$ cat src/logic/motor_defines.svh
`ifndef MOTOR_DEFINES_SVH
`define MOTOR_DEFINES_SVH

// ************************************************************
// Command limits
// ************************************************************

`define FREQ_W              10      // Width of the step period input
`define MIN_STEP_PERIOD     1000    // Shortest commutation step in clocks

// ************************************************************
// PWM carrier
// ************************************************************

`define PWM_PERIOD          100     // Carrier length in clocks
`define PWM_DUTY            60      // Chop high for this many clocks of each period

// ************************************************************
// Gate polarity
// ************************************************************

`define LOW_SIDE_ACTIVE_LOW 1'b1    // Low-side pins drive 0 to switch the FET on

`endif
$ cat src/logic/commutePkg.sv
package commutePkg;

    typedef enum logic [2:0] {
        STEP0 = 3'd0,
        STEP1 = 3'd1,
        STEP2 = 3'd2,
        STEP3 = 3'd3,
        STEP4 = 3'd4,
        STEP5 = 3'd5
    } stepIdxT;

    // One bit per switch, 1 means the FET is on
    typedef struct packed {
        logic aH;
        logic aL;
        logic bH;
        logic bL;
        logic cH;
        logic cL;
    } gatePatternT;

    function automatic gatePatternT stepPattern(stepIdxT idx);
        gatePatternT p;
        p = '0;
        case (idx)
            STEP0: begin p.aH = 1'b1; p.cL = 1'b1; end
            STEP1: begin p.bH = 1'b1; p.cL = 1'b1; end
            STEP2: begin p.bH = 1'b1; p.aL = 1'b1; end
            STEP3: begin p.cH = 1'b1; p.aL = 1'b1; end
            STEP4: begin p.cH = 1'b1; p.bL = 1'b1; end
            STEP5: begin p.aH = 1'b1; p.bL = 1'b1; end
            default: p = '0;                            // Unused codes keep every switch off
        endcase
        return p;
    endfunction

endpackage

$ cat src/logic/ctrlPkg.sv
`include "motor_defines.svh"

package ctrlPkg;

    // Length of one commutation step in clock cycles
    typedef logic [`FREQ_W-1:0] stepPeriodT;

    // Operator command after capture
    typedef struct packed {
        logic       run;        // Motor is commutating
        logic       reverse;    // Reverse step order while running
        logic       brake;      // All low sides on while stopped
        stepPeriodT stepPeriod; // Already clamped to the minimum
    } driveCmdT;

endpackage

$ cat src/logic/phaseBus.sv
`timescale 1ns/10ps

interface phaseBus import commutePkg::*; ();

    gatePatternT pattern;   // Switches the current step wants on
    logic        chop;      // PWM carrier, high during the on part

    // Sequencer and carrier each drive their own signal
    modport source (
        output pattern,
        output chop
    );

    modport sink (
        input pattern,
        input chop
    );

endinterface

$ cat src/logic/motorDriveTop.sv
`timescale 1ns/10ps
`include "motor_defines.svh"

module motorDriveTop import ctrlPkg::*; (
    input  logic               clk,
    input  logic               nRst,
    input  logic               start,
    input  logic               invOrStop,
    input  logic [`FREQ_W-1:0] freq,
    output logic               aHP,
    output logic               aLN,
    output logic               bHP,
    output logic               bLN,
    output logic               cHP,
    output logic               cLN
);

    driveCmdT cmd;

    phaseBus bus ();

    // ************************************************************
    // Pipeline stages
    // ************************************************************

    commandCapture uCapture (
        .clk       (clk),
        .nRst      (nRst),
        .start     (start),
        .invOrStop (invOrStop),
        .freq      (freq),
        .cmd       (cmd)
    );

    commutationSequencer uSequencer (
        .clk  (clk),
        .nRst (nRst),
        .cmd  (cmd),
        .bus  (bus.source)
    );

    pwmCarrier uCarrier (
        .clk  (clk),
        .nRst (nRst),
        .bus  (bus.source)
    );

    gateDriver uGate (
        .clk  (clk),
        .nRst (nRst),
        .cmd  (cmd),
        .bus  (bus.sink),
        .aHP  (aHP),
        .aLN  (aLN),
        .bHP  (bHP),
        .bLN  (bLN),
        .cHP  (cHP),
        .cLN  (cLN)
    );

endmodule

$ cat src/logic/gateDriver.sv
`timescale 1ns/10ps
`include "motor_defines.svh"

module gateDriver import ctrlPkg::*, commutePkg::*; (
    input  logic     clk,
    input  logic     nRst,
    input  driveCmdT cmd,
    phaseBus.sink    bus,
    output logic     aHP,
    output logic     aLN,
    output logic     bHP,
    output logic     bLN,
    output logic     cHP,
    output logic     cLN
);

    gatePatternT drive;     // Switches to turn on next cycle, 1 means on

    always_comb begin
        if (cmd.brake) begin
            drive = '{aH: 1'b0, aL: 1'b1, bH: 1'b0, bL: 1'b1, cH: 1'b0, cL: 1'b1};
        end else if (cmd.run && bus.chop) begin
            drive = bus.pattern;
        end else begin
            drive = '0;                                 // Coast or chop off
        end
    end

    // ************************************************************
    // Gate pin registers
    // ************************************************************

    always_ff @(posedge clk or negedge nRst) begin
        if (!nRst) begin
            aHP <= 1'b0;
            bHP <= 1'b0;
            cHP <= 1'b0;
            aLN <= 1'b0 ^ `LOW_SIDE_ACTIVE_LOW;
            bLN <= 1'b0 ^ `LOW_SIDE_ACTIVE_LOW;
            cLN <= 1'b0 ^ `LOW_SIDE_ACTIVE_LOW;
        end else begin
            aHP <= drive.aH;
            bHP <= drive.bH;
            cHP <= drive.cH;
            aLN <= drive.aL ^ `LOW_SIDE_ACTIVE_LOW;
            bLN <= drive.bL ^ `LOW_SIDE_ACTIVE_LOW;
            cLN <= drive.cL ^ `LOW_SIDE_ACTIVE_LOW;
        end
    end

    // No leg may conduct from both sides at once
    assert property (@(posedge clk) disable iff (!nRst)
        !(aHP && (aLN ^ `LOW_SIDE_ACTIVE_LOW))
        && !(bHP && (bLN ^ `LOW_SIDE_ACTIVE_LOW))
        && !(cHP && (cLN ^ `LOW_SIDE_ACTIVE_LOW)));

endmodule

$ cat src/logic/pwmCarrier.sv
`timescale 1ns/10ps
`include "motor_defines.svh"

module pwmCarrier (
    input  logic    clk,
    input  logic    nRst,
    phaseBus.source bus
);

    localparam int CNT_W = $clog2(`PWM_PERIOD);

    logic [CNT_W-1:0] carrierCnt;

    // Free running, no enable, so the chop phase depends only on reset
    always_ff @(posedge clk or negedge nRst) begin
        if (!nRst) begin
            carrierCnt <= '0;
        end else if (carrierCnt == CNT_W'(`PWM_PERIOD - 1)) begin
            carrierCnt <= '0;
        end else begin
            carrierCnt <= carrierCnt + 1'b1;
        end
    end

    assign bus.chop = (carrierCnt < CNT_W'(`PWM_DUTY));    // On part sits at the start of the period

endmodule

$ cat src/logic/commutationSequencer.sv
`timescale 1ns/10ps

module commutationSequencer import ctrlPkg::*, commutePkg::*; (
    input  logic     clk,
    input  logic     nRst,
    input  driveCmdT cmd,
    phaseBus.source  bus
);

    logic        running;   // Run as seen last cycle, detects the start edge
    logic        runRise;
    stepIdxT     stepIdx;
    stepIdxT     nextIdx;
    stepPeriodT  stepTimer; // Cycles left in the current step, minus one

    assign runRise = cmd.run & ~running;

    // Direction is looked at only when a step ends
    always_comb begin
        if (cmd.reverse) begin
            nextIdx = (stepIdx == STEP0) ? STEP5 : stepIdxT'(stepIdx - 3'd1);
        end else begin
            nextIdx = (stepIdx == STEP5) ? STEP0 : stepIdxT'(stepIdx + 3'd1);
        end
    end

    // ************************************************************
    // Step timer and step counter
    // ************************************************************

    always_ff @(posedge clk or negedge nRst) begin
        if (!nRst) begin
            running   <= 1'b0;
            stepIdx   <= STEP0;
            stepTimer <= '0;
        end else begin
            running <= cmd.run;
            if (runRise) begin
                stepIdx   <= STEP0;                                 // Every start begins at step 0
                stepTimer <= stepPeriodT'(cmd.stepPeriod - 1'b1);
            end else if (running) begin
                if (stepTimer == '0) begin
                    stepIdx   <= nextIdx;
                    stepTimer <= stepPeriodT'(cmd.stepPeriod - 1'b1);
                end else begin
                    stepTimer <= stepTimer - 1'b1;
                end
            end
        end
    end

    assign bus.pattern = running ? stepPattern(stepIdx) : '0;

    // ************************************************************
    // Checks
    // ************************************************************

    // One high and one low switch on, never on the same leg
    assert property (@(posedge clk) disable iff (!nRst)
        running |-> $onehot({bus.pattern.aH, bus.pattern.bH, bus.pattern.cH})
                 && $onehot({bus.pattern.aL, bus.pattern.bL, bus.pattern.cL})
                 && !(bus.pattern.aH && bus.pattern.aL)
                 && !(bus.pattern.bH && bus.pattern.bL)
                 && !(bus.pattern.cH && bus.pattern.cL));

endmodule

$ cat src/logic/commandCapture.sv
`timescale 1ns/10ps
`include "motor_defines.svh"

module commandCapture import ctrlPkg::*; (
    input  logic               clk,
    input  logic               nRst,
    input  logic               start,
    input  logic               invOrStop,
    input  logic [`FREQ_W-1:0] freq,
    output driveCmdT           cmd
);

    stepPeriodT clampedPeriod;

    // Anything at or under the floor runs at the floor
    always_comb begin
        if (freq <= stepPeriodT'(`MIN_STEP_PERIOD)) begin
            clampedPeriod = stepPeriodT'(`MIN_STEP_PERIOD);
        end else begin
            clampedPeriod = freq;
        end
    end

    // ************************************************************
    // Input register
    // ************************************************************

    always_ff @(posedge clk or negedge nRst) begin
        if (!nRst) begin
            cmd.run        <= 1'b0;
            cmd.reverse    <= 1'b0;
            cmd.brake      <= 1'b0;
            cmd.stepPeriod <= stepPeriodT'(`MIN_STEP_PERIOD);
        end else begin
            cmd.run        <= start;
            cmd.reverse    <= start & invOrStop;    // Direction only matters while running
            cmd.brake      <= ~start & invOrStop;   // Same pin means brake when stopped
            cmd.stepPeriod <= clampedPeriod;
        end
    end

endmodule

$ cat config.mk
export PLATFORM = sky130hd
export DESIGN_NAME = motorDriveTop
export DESIGN_NICKNAME = d
export VERILOG_FILES = /design/src/logic/commutePkg.sv /design/src/logic/ctrlPkg.sv /design/src/logic/phaseBus.sv /design/src/logic/motorDriveTop.sv /design/src/logic/gateDriver.sv /design/src/logic/pwmCarrier.sv /design/src/logic/commutationSequencer.sv /design/src/logic/commandCapture.sv
export VERILOG_INCLUDE_DIRS = /design/src /design/src/logic
export SDC_FILE = /design/constraint.sdc
export NUM_CORES = 1
export LEC_CHECK = 0
export ABC_AREA = 1
export BUFFER_PORTS_ARGS = -buffer_cell sky130_fd_sc_hd__buf_2
export CORE_UTILIZATION = 40
export CTS_CLUSTER_DIAMETER = 80
export CTS_CLUSTER_SIZE = 14
export DETAILED_ROUTE_END_ITERATION = 7
export GPL_TIMING_DRIVEN = 0
export PLACE_DENSITY_LB_ADDON = 0.25
export SKIP_LAST_GASP = 1
export SLEW_MARGIN = 20
export SYNTH_ARGS = -nofsm -noshare
export SYNTH_HDL_FRONTEND = slang
export SYNTH_SLANG_ARGS = --single-unit
$ cat constraint.sdc
create_clock -name clk -period 1.47 [get_ports clk]
set_input_delay 0.147 -clock clk [delete_from_list [all_inputs] [get_ports clk]]
set_output_delay 0.147 -clock clk [all_outputs]
set_load 0.1 [all_outputs]
==> After elaboration in Yosys (flattened, before gate mapping) <==
Index checks and enable logic that the tools add are counted.
{ "word_totals": {"ff_bits": 40, "latch_bits": 0, "ram_bits": 0, "mem_bits_ro": 0, "in_bits": 14, "wordCells": 67, "n_memories": 0} }
{ "classes": {"n_addsub": 5, "n_mul": 0, "n_div": 0, "n_lt_le_gt_ge": 2, "n_eq_ne": 6, "shifts": 0, "mux": 20, "n_bitwise": 8, "reduce_logical": 12} }
{ "op_table": {"columns": ["operator", "count"], "rows": [
  ["$mux 10", 4],
  ["$sub 10x1->10 const B", 2],
  ["$mux 3", 6],
  ["$mux 6", 3],
  ["$reduce_or 2->1", 6],
  ["$le 10x10->1 const B", 1],
  ["$logic_not 10->1", 1],
  ["$add 7x1->7 const B", 1],
  ["$eq 7x7->1 const B", 1],
  ["$lt 7x6->1 const B", 1],
  ["$mux 7", 1],
  ["$eq 3x2->1 const B", 2],
  ["$eq 3x3->1 const B", 2],
  ["$mux 1", 6],
  ["$not 1->1", 5],
  ["$reduce_bool 2->1", 2],
  ["$add 3x1->3 const B", 1],
  ["$and 1x1->1", 3],
  ["$eq 3x1->1 const B", 1],
  ["$logic_not 3->1", 1],
  ["$sub 3x1->3 const B", 1],
  ["$reduce_and 2->1", 1],
  ["$logic_and 1x1->1", 1]
]} }

==> Depth between registers and ports, before layout <==
Gate-level depths: netlist of the first run.
{ "depth": {"ltp_word": 7, "ltp_mapped": 9} }

==> Worst setup path before layout of the first run <==
No wires, ideal clock.
{ "synth_timing": {"kind": "register to register", "startpoint": "reg uSequencer.stepTimer[0]", "endpoint": "reg uSequencer.stepIdx[2]", "setup_ps": 123, "t_arrival_ps": 1250, "required_time_ps": 1347, "setup_slack_ps": 98, "path_stages_with_launch": 10, "path_buffers": 0, "period_less_slack_ps": 1372, "path_cell_list": "dfrtp_1 -> inv_1 -> ha_1 -> nand2_2 -> nor2_4 -> nand3_2 -> nand2_4 -> inv_2 -> nand2_1 -> o21ai_1"} }
{ "synth_between": {"elab_chain_cells": 3} }
{ "synth_rtl": {"columns": ["item", "line", "text"], "rows": [
  ["start: declaration", "commutationSequencer.sv:14", "stepPeriodT stepTimer;"],
  ["start signal: assignment", "commutationSequencer.sv:40", "stepTimer <= stepPeriodT'(cmd.stepPeriod - 1'b1);"],
  ["start signal: assignment", "commutationSequencer.sv:44", "stepTimer <= stepPeriodT'(cmd.stepPeriod - 1'b1);"],
  ["start signal: assignment", "commutationSequencer.sv:46", "stepTimer <= stepTimer - 1'b1;"],
  ["$logic_not 10->1", "commutationSequencer.sv:42", "if (stepTimer == '0) begin"],
  ["$reduce_bool 2->1 (no line)", null, null],
  ["$reduce_and 2->1 (no line)", null, null],
  ["end signal: assignment", "commutationSequencer.sv:43", "stepIdx <= nextIdx;"],
  ["end: declaration", "commutationSequencer.sv:12", "stepIdxT stepIdx;"]
]} }
Every way passes these cells.
A chain may end at the register's enable or synchronous reset.

==> Worst setup path after layout of the first run <==
{ "layout_timing": {"startpoint": "reg uSequencer.stepTimer[1]", "endpoint": "reg uSequencer.stepIdx[2]"} }
Same word-level chain as after synthesis.

==> impl.org, run 1 <==
** GRT
- The first global-routing pass estimated roughly 6.5 mm of wire.
- The initial antenna violation count is 0.
- The total overflow left after global routing is 0.
- Pin count of the biggest net entering global routing :: just over 40
- The number of global-route vias before repair was around 1,500.
- In the global route stage, overall resource usage came out at between 10% and 20%.

** Synth
- In this run the cell area of the synthesized design comes to 2100 sq um.
- Post-synthesis cell type with the largest combined area :: dfrtp_1
- Summed over its instances, the top area cell type makes up about 37% of the synthesized netlist area.
- Counting flops with a built-in enable in the synthesized netlist gives 0.
- The netlist uses 29 different library cells.
- The share of the Yosys chip area taken by registers is 48.2%.
- #FFs+latches synth :: 40
- By area the synthesized netlist is led by dfrtp_1 37%, nand2_1 13%, dfstp_2 11%.
- Each instance of the synthesized netlist takes up on average between 7 and 8 sq um.
- Counting flops with an async set or reset pin after synthesis yields a share of 100%.
- Most used DFF post-synth :: dfrtp_1
- Yosys synthesis warning count :: 0
- After technology mapping, the gate count stands at 269.

** Routing
- Post-Route WL :: between 3 and 4 mm
- In the routed design, unresolved DRC markers number 0.
- The count of nets left with antenna violations once routing finished came out at 0.
- DR pass1 iterations :: 4
- Vias per inst :: 4.65
- DRC marker count from the first detailed-route iteration :: a little over 80
- Vias after detailed routing :: approximately 1,800
- Post-detailed-route wirelength per cell :: 10.4 microns

** STA
- The worst path in the final design needs a cycle of 1.40 ns, including I/O delays and setup.
- The hold violation count in the final report was 0.
- Derived from the worst setup path, the maximum achievable clock frequency is ~700 MHz.
- Setup repair after global routing could not meet its margin everywhere.
- Max Transition Viols Final :: 0
- Headroom to the max-slew limit came out at a little over two fifths.
- Measured slew at the worst slew-check pin :: between 0.8 and 0.9 ns
- Setup violations remaining at the end of the flow were counted as 0.
- Setup slack closes at 0.0714 ns.
- For the final database, setup skew stands at between 0.009 and 0.01 ns.
- Period Utilization, post-route :: ~95%

** CTS
- Worst-case clock buffer depth :: 2
- Clock sinks :: 40
- Clock tree from TritonCTS :: built
- Count of H-tree levels built during CTS :: 2
- After clock tree synthesis, the clock-pin slew on the worst setup and hold paths is roughly 0.08 ns.
- Number of buffers created by CTS :: 5
- Clock latency reported for the late side of the worst-skew pair :: ~0.3 ns
- Clock Tree Root :: clkbuf_8

** Layout
- Fill cells in the final layout number between 400 and 500.
- In the final layout, the share of cells above drive strength 1 is between 20% and 30%.
- Final std cells w/o fill :: 378
- 0 antenna diodes ended up in the layout.
- Summed area of non-filler cells in the final layout :: 2620 sq um
- The final layout contains approximately 330 nets.
- From synthesis to final layout, the design area changed by 24.6%.

** Setup path
- Crit Path Class :: flip-flop to flip-flop
- The worst register-to-register path has a depth of 9.
- CP Data Arrival Time :: approximately 1.6 ns
- Worst Path Required :: 1.66 ns
- Along the worst path, the maximum fanout reaches 7.
- STA classifies the critical path startpoint as a flip-flop.
- Kind of capture point of the worst setup path :: flip-flop

** Die
- Number of top-level design ports :: 20
- Core Rows :: 25
- The floorplan step set the die width to roughly 74 microns.
- The floorplan step defined a die boundary enclosing approximately 5500 sq um.
- Effective utilization at floorplan :: 43.0%
- Die height :: 74.4 microns
- The core region is between 4000 and 5000 sq um.

** Worst hold path
- Worst Hold Depth :: 3
- The worst hold path belongs to the class primary input to flip-flop.

** Place
- Routability Congestion :: between 0.8 and 0.9
- Placed wire-length estimate :: 2.65 mm
- Area after DPL :: about 2300 sq um
- Worst setup slack before clock tree synthesis :: -0.0790 ns
- The number of placed instances, taps included, is ~360.
- Buffers placed on the I/O ports in this run total 19.

** Pwr
- Static Leak :: roughly 1.3 nW
- Power Dens Cells :: approximately 1100 nW/um^2
- VDD sags by at most between 0.4 and 0.5 mV.

** Flow run
- Number of max-cap violations :: 0

** Status
- The flow ran to the end, and the final reports show no timing, DRC or antenna violations.
[cells in the final DEF, fill, tap and decap left out, drive strengths merged]
cell type / synthesis / routed
nand2: 79 / 79
inv: 43 / 43
nor2: 33 / 33
dfrtp: 31 / 31
buf: 0 / 28
nand3: 23 / 23
o21ai: 14 / 14
dfstp: 9 / 9
a21oi: 6 / 6
clkbuf: 0 / 6
nor3: 6 / 6
conb: 1 / 5
xor2: 4 / 4
ha: 4 / 4
xnor2: 3 / 3
nand4: 3 / 3
or2: 3 / 3
a31oi: 2 / 2
nand3b: 2 / 2
bufinv: 0 / 2
dlygate4sd3: 0 / 2
nor4: 1 / 1
o31ai: 1 / 1
a31o: 1 / 1
[per-layer routing]
| metal | vias to the layer above | part of all wire (%) | track usage (%) |
|---|---|---|---|
| li1 | 925 | - | - |
| met1 | 801 | 49 | 20.9 |
| met2 | 25 | 46 | 24.1 |
| met3 | 6 | 3.3 | 4.88 |
| met4 | 0 | 2.3 | 7.55 |
| met5 | - | 0 | 0 |
[stage by stage]
stage	TNS, ns	power, mW	hold slack (ns)	utilization [%]
after floorplan	0	1.67	-0.149	-
after global placement	-0.426	1.78	0.285	47.0
after detailed placement	-0.603	1.79	0.289	47.0
after CTS	0	2.88	0.0383	50.5
after global routing	-0.0769	3.12	0.0531	53.6
final	0	2.96	0.0477	53.6
[timing repair]
action | 4_1_cts | 5_1_grt
setup endpoints to repair | 13 | 14
endpoints found under the hold margin | 17 | 0
resized for setup | 4 | 21
pin swaps | 0 | 5
setup buffers | 0 | 9
hold buffers | 2 | 0
cloned | 0 | 0
[synthesized netlist by cell type, types with 3 or more instances]
master   number
nand2_1      74
nor3_1        5
nand4_1       3
dfrtp_1      31
nor2_1       28
o21ai_1       5
ha_1          4
dfstp_2       9
xor2_1        4
xnor2_1       3
inv_1        39
a21oi_1       6
nand2_2       4
o21ai_0       9
nand3_1      22
nor2_2        3
inv_2         4
[state kept, by name (all words and copies together), names as in the netlist]
register and count:
uCapture.cmd 13, uSequencer.stepTimer 10, uCarrier.carrierCnt 7, uSequencer.stepIdx 3, uGate.aHP 1, uGate.aLN 1
uGate.bHP 1, uGate.bLN 1, uGate.cHP 1, uGate.cLN 1, uSequencer.running 1
[kinds of logic (layout without fill, tap and decap cells)]
kind of cell,count (synthesis),in the layout,share of synthesized area (%)
AND/OR/NAND/NOR,150,150,32.4
buffers and inverters,43,81,7.69
flip-flops,40,40,48.2
AO/OA/AOI/OAI,24,24,6.14
XOR/XNOR,7,7,2.92
adder cells (fa/ha/maj),4,4,2.39
other,1,5,0.179
[where the power goes]
group	total (mW)	internal [mW]	leakage, nW	switching [mW]
Sequential	1.30	1.20	0.486	0.101
Clock	1.06	0.678	0.0654	0.385
Combinational	0.603	0.232	0.771	0.371
[critical path, cell delays in order, from the launching register on]
cell and delay (ns):
dfrtp_1 0.40, inv_2 0.08, ha_4 0.17, nand2_4 0.07, nor2_4 0.15, nand3_4 0.11
nand2_4 0.14, inv_2 0.05, nand2_1 0.05, o21ai_1 0.06
[cell type report]
cell class / instances / area (sq um) / area share [%]
Timing Repair Buffer: 30 / 183 / 6.99
Sequential cell: 40 / 1010 / 38.8
Multi-Input combinational cell: 190 / 1040 / 39.8
Clock inverter: 2 / 60.1 / 2.30
Clock buffer: 6 / 72.6 / 2.78
Inverter: 43 / 161 / 6.17
Tap cell: 67 / 83.8 / 3.21
[worst paths after layout]
path | start | endpoint | slack (ns)
setup / recovery | uSequencer.stepTimer[1] | uSequencer.stepIdx[2] | 0.07
hold / removal | invOrStop | uCapture.cmd[11] | 0.05
setup reg to reg | uSequencer.stepTimer[1] | uSequencer.stepIdx[2] | 0.07
hold reg to reg | uCapture.cmd[10] | uGate.aLN | 0.45
max in group asynchronous | nRst | uSequencer.stepTimer[5] | 0.40
min in group asynchronous | nRst | uSequencer.stepTimer[1] | 0.48
Note: power is estimated with default switching activity, not from simulation.
==> inputs of run 2 (changes only) <==
--- a/config.mk
+++ b/config.mk
@@ -13,7 +13,6 @@
 export CTS_CLUSTER_SIZE = 14
 export DETAILED_ROUTE_END_ITERATION = 7
 export GPL_TIMING_DRIVEN = 0
-export PLACE_DENSITY_LB_ADDON = 0.25
 export SKIP_LAST_GASP = 1
 export SLEW_MARGIN = 20
 export SYNTH_ARGS = -nofsm -noshare
==> run 2 against run 1 <==
Effect of this change: clock power down 27%; die area unchanged; via count down 2.3%; cell area down 2.3%; maximum frequency down 1.5%; wire length down 0.74%; count of clock-buffer cells in the layout unchanged; sequential power about the same; sequential share of layout area up 0.93 points; register-to-register slack worse by 0.02 ns; utilization down 1.3 points; critical path type unchanged; critical endpoint is now uSequencer.stepIdx[0].
==> impl.org, run 2 (synthesis gave the netlist of run 1 again) <==
** Setup path
- Beginning of the worst register-to-register path :: uSequencer.stepTimer[0]
- Data on the critical path arrives at its endpoint at between 1.5 and 2 ns.
- Crit Path Class :: flip-flop to flip-flop
- Element type at the critical path start :: flip-flop
- Origin of the worst setup path :: uSequencer.stepTimer[0]
- Worst reg2reg path depth :: 9
- Worst Path Required :: 1.66 ns
- STA classifies the critical path endpoint as a flip-flop.
- In this run the worst path has a maximum fanout of 7.
- Worst r2r dst :: uSequencer.stepIdx[0]
- Reg-to-reg slack, setup :: roughly 0.05 ns
- Crit path capture :: uSequencer.stepIdx[0]

** CTS
- CTS placed an instance of clkbuf_8 at the clock tree root.
- Number of buffers created by CTS :: 5
- Clock sinks :: 40
- Clock tree from TritonCTS :: built
- Clock latency reported for the late side of the worst-skew pair :: ~0.29 ns
- CTS clk-pin slew, worst paths :: 0.08 ns
- Count of H-tree levels built during CTS :: 2
- Worst-case clock buffer depth :: 2

** Pwr
- Peak supply drop :: between 0.4 and 0.5 mV
- Dividing total power by cell area gives a power density of 1030 nW/um^2.
- After layout, the design draws a total of around 2.6 mW.
- Static Leak :: between 1 and 1.5 nW

** Die
- Pin placement for this block handled 20 I/O pins.
- Die Area :: 5540 sq um
- Die height :: 74.4 microns
- Die Span X :: between 70 and 80 microns
- Core Rows :: 25
- The total area inside the core boundary comes to between 4000 and 5000 sq um.
- Once the floorplan was initialized, standard cells occupied a little over two fifths of the core.

** Routing
- Vias after detailed routing :: 1,717
- DRC marker count from the first detailed-route iteration :: around 120
- After detailed routing, the number of vias per cell comes to roughly 4.6.
- Post-detailed-route wirelength per cell :: between 10 and 15 microns
- Summed over all layers, the routed wires come to 3.91 mm.
- Remaining design rule violation count :: 0
- The pre-antenna-repair detailed-routing pass consisted of 4 iterations.
- Once detail routing completed, the nets flagged for antenna violations numbered 0.

** GRT
- The number of global-route vias before repair was 1,484.
- The total overflow left after global routing is 0.
- The first global-routing pass estimated roughly 6.7 mm of wire.
- Entering global routing, the biggest net connects between 40 and 50 pins.
- Total routing usage reported by global routing :: between 10% and 20%
- The initial antenna violation count was 0.

** STA
- Measured slew at the worst slew-check pin :: roughly 0.87 ns
- Max Transition Viols Final :: 0
- Of the available clock period, the critical path in the final layout requires approximately 97%.
- Hold is met by about 0.045 ns.
- Final worst slack :: 0.0506 ns
- Minimum clock period :: around 1.4 ns
- Timing would allow up to a little over 700 MHz.
- Number of hold-slack violations in the final timing report :: 0
- Between clock sinks in the finished design, the worst skew comes to 0.00737 ns.
- Setup violation total in the final timing report :: 0
- RSZ-0062 raised after global routing :: true
- Measured against its own limit, the worst slew margin works out to between 40% and 50%.

** Flow run
- The tool flagged a number of max-cap violations equal to 0.

** Layout
- Fraction of final layout cells sized beyond drive strength 1 :: about 25%
- The largest registers in the layout are uCapture.cmd x13, uSequencer.stepTimer x10, uCarrier.carrierCnt x7.
- Most frequent standard cell in the layout excluding fill and tap cells :: nand2_1
- Most used cells in the layout excluding fill and tap cells :: 74 x nand2_1, 34 x inv_1, 29 x dfrtp_1
- Final Net Count :: approximately 330
- Synth-to-Final Area Change :: 21.7%
- FILL cells :: 486
- The register with the most flip-flops in the layout has 13 of them.
- Final antenna diode count :: 0
- More flip-flops sit in one register than any other, and that register is uCapture.cmd.

** Status
- The run finished with clean final reports.

** Place
- Routability-driven placement finished with a final weighted congestion of a little over 0.8.
- Buffers on Ports :: 19
- Worst setup slack before clock tree synthesis :: -0.0904 ns
- The HPWL after detailed placement is about 2.7 mm.

** Worst hold path
- The path class of the tightest hold or removal check is primary input to flip-flop.
run 2: cell count changes in the layout (fill, tap and decap cells not counted), moves of 2 or more:
cell        change
nand3_1         +2
clkinvlp_4      +2
bufinv_16       -2
buf_4           -3
nand3_2         -2
run 2: stage by stage:
stage	util (%)	TNS, ns	instance area, sq um	std cells
global placement	47.0	-0.512	2290	359
detailed placement	47.0	-0.732	2290	359
floorplan	-	0	2110	273
global route	52.3	-0.135	2550	375
finish	52.3	0	2550	375
CTS	49.8	0	2430	369
run 2: power breakdown:
group | switching (mW) | internal, mW | total (mW) | leakage (nW)
sequential | 0.107 | 1.20 | 1.30 | 0.486
combinational | 0.345 | 0.199 | 0.545 | 0.754
clock | 0.399 | 0.380 | 0.779 | 0.0434
run 2: metal layers:
metal	vias up	GRT usage, %	wire length, microns	share of wire (%)
met5	-	0	0	0
met4	0	6.92	68	1.7
met3	7	3.25	127	3.2
met2	34	23.9	1700	44
met1	765	22.8	2010	51
li1	911	-	-	-
run 2: timing repair:
action / 4_1_cts / 5_1_grt
endpoints found under the setup margin: 12 / 14
pin swaps: 0 / 8
buffers inserted: 0 / 6
endpoints found under the hold margin: 7 / 0
gates resized for setup: 5 / 22
hold buffers: 2 / 0
run 2: worst max-delay path: stages (launching register included):
cell and delay, ns:
dfrtp_1 0.40, inv_2 0.09, ha_4 0.16, nand2_4 0.07, nor2_4 0.17, nand3_4 0.11, nand2_4 0.15, inv_4 0.05
nand2_1 0.05, o21ai_1 0.06
run 2: cell type report:
class                   instances  area (sq um)  share of cell area, %
flip-flops and latches         40          1010                   39.7
clock inverters                 2          15.0                  0.588
inverters                      43           164                   6.42
well taps                      67          83.8                   3.28
clock buffers                   6          82.6                   3.23
multi-input cells             190          1030                   40.5
repair buffers                 27           160                   6.27
run 2: worst min path at each step:
stage,from,endpoint,slack [ns],cells past startpoint
6_report,invOrStop,uCapture.cmd[11],0.04,3
5_1_grt,freq[3],uCapture.cmd[3],0.06,2
4_1_cts,invOrStop,uCapture.cmd[11],0.04,3
2_1_floorplan,nRst,uCapture.cmd[0],-0.15,0
3_5_place_dp,start,uCapture.cmd[12],0.29,1
3_3_place_gp,start,uCapture.cmd[12],0.29,1
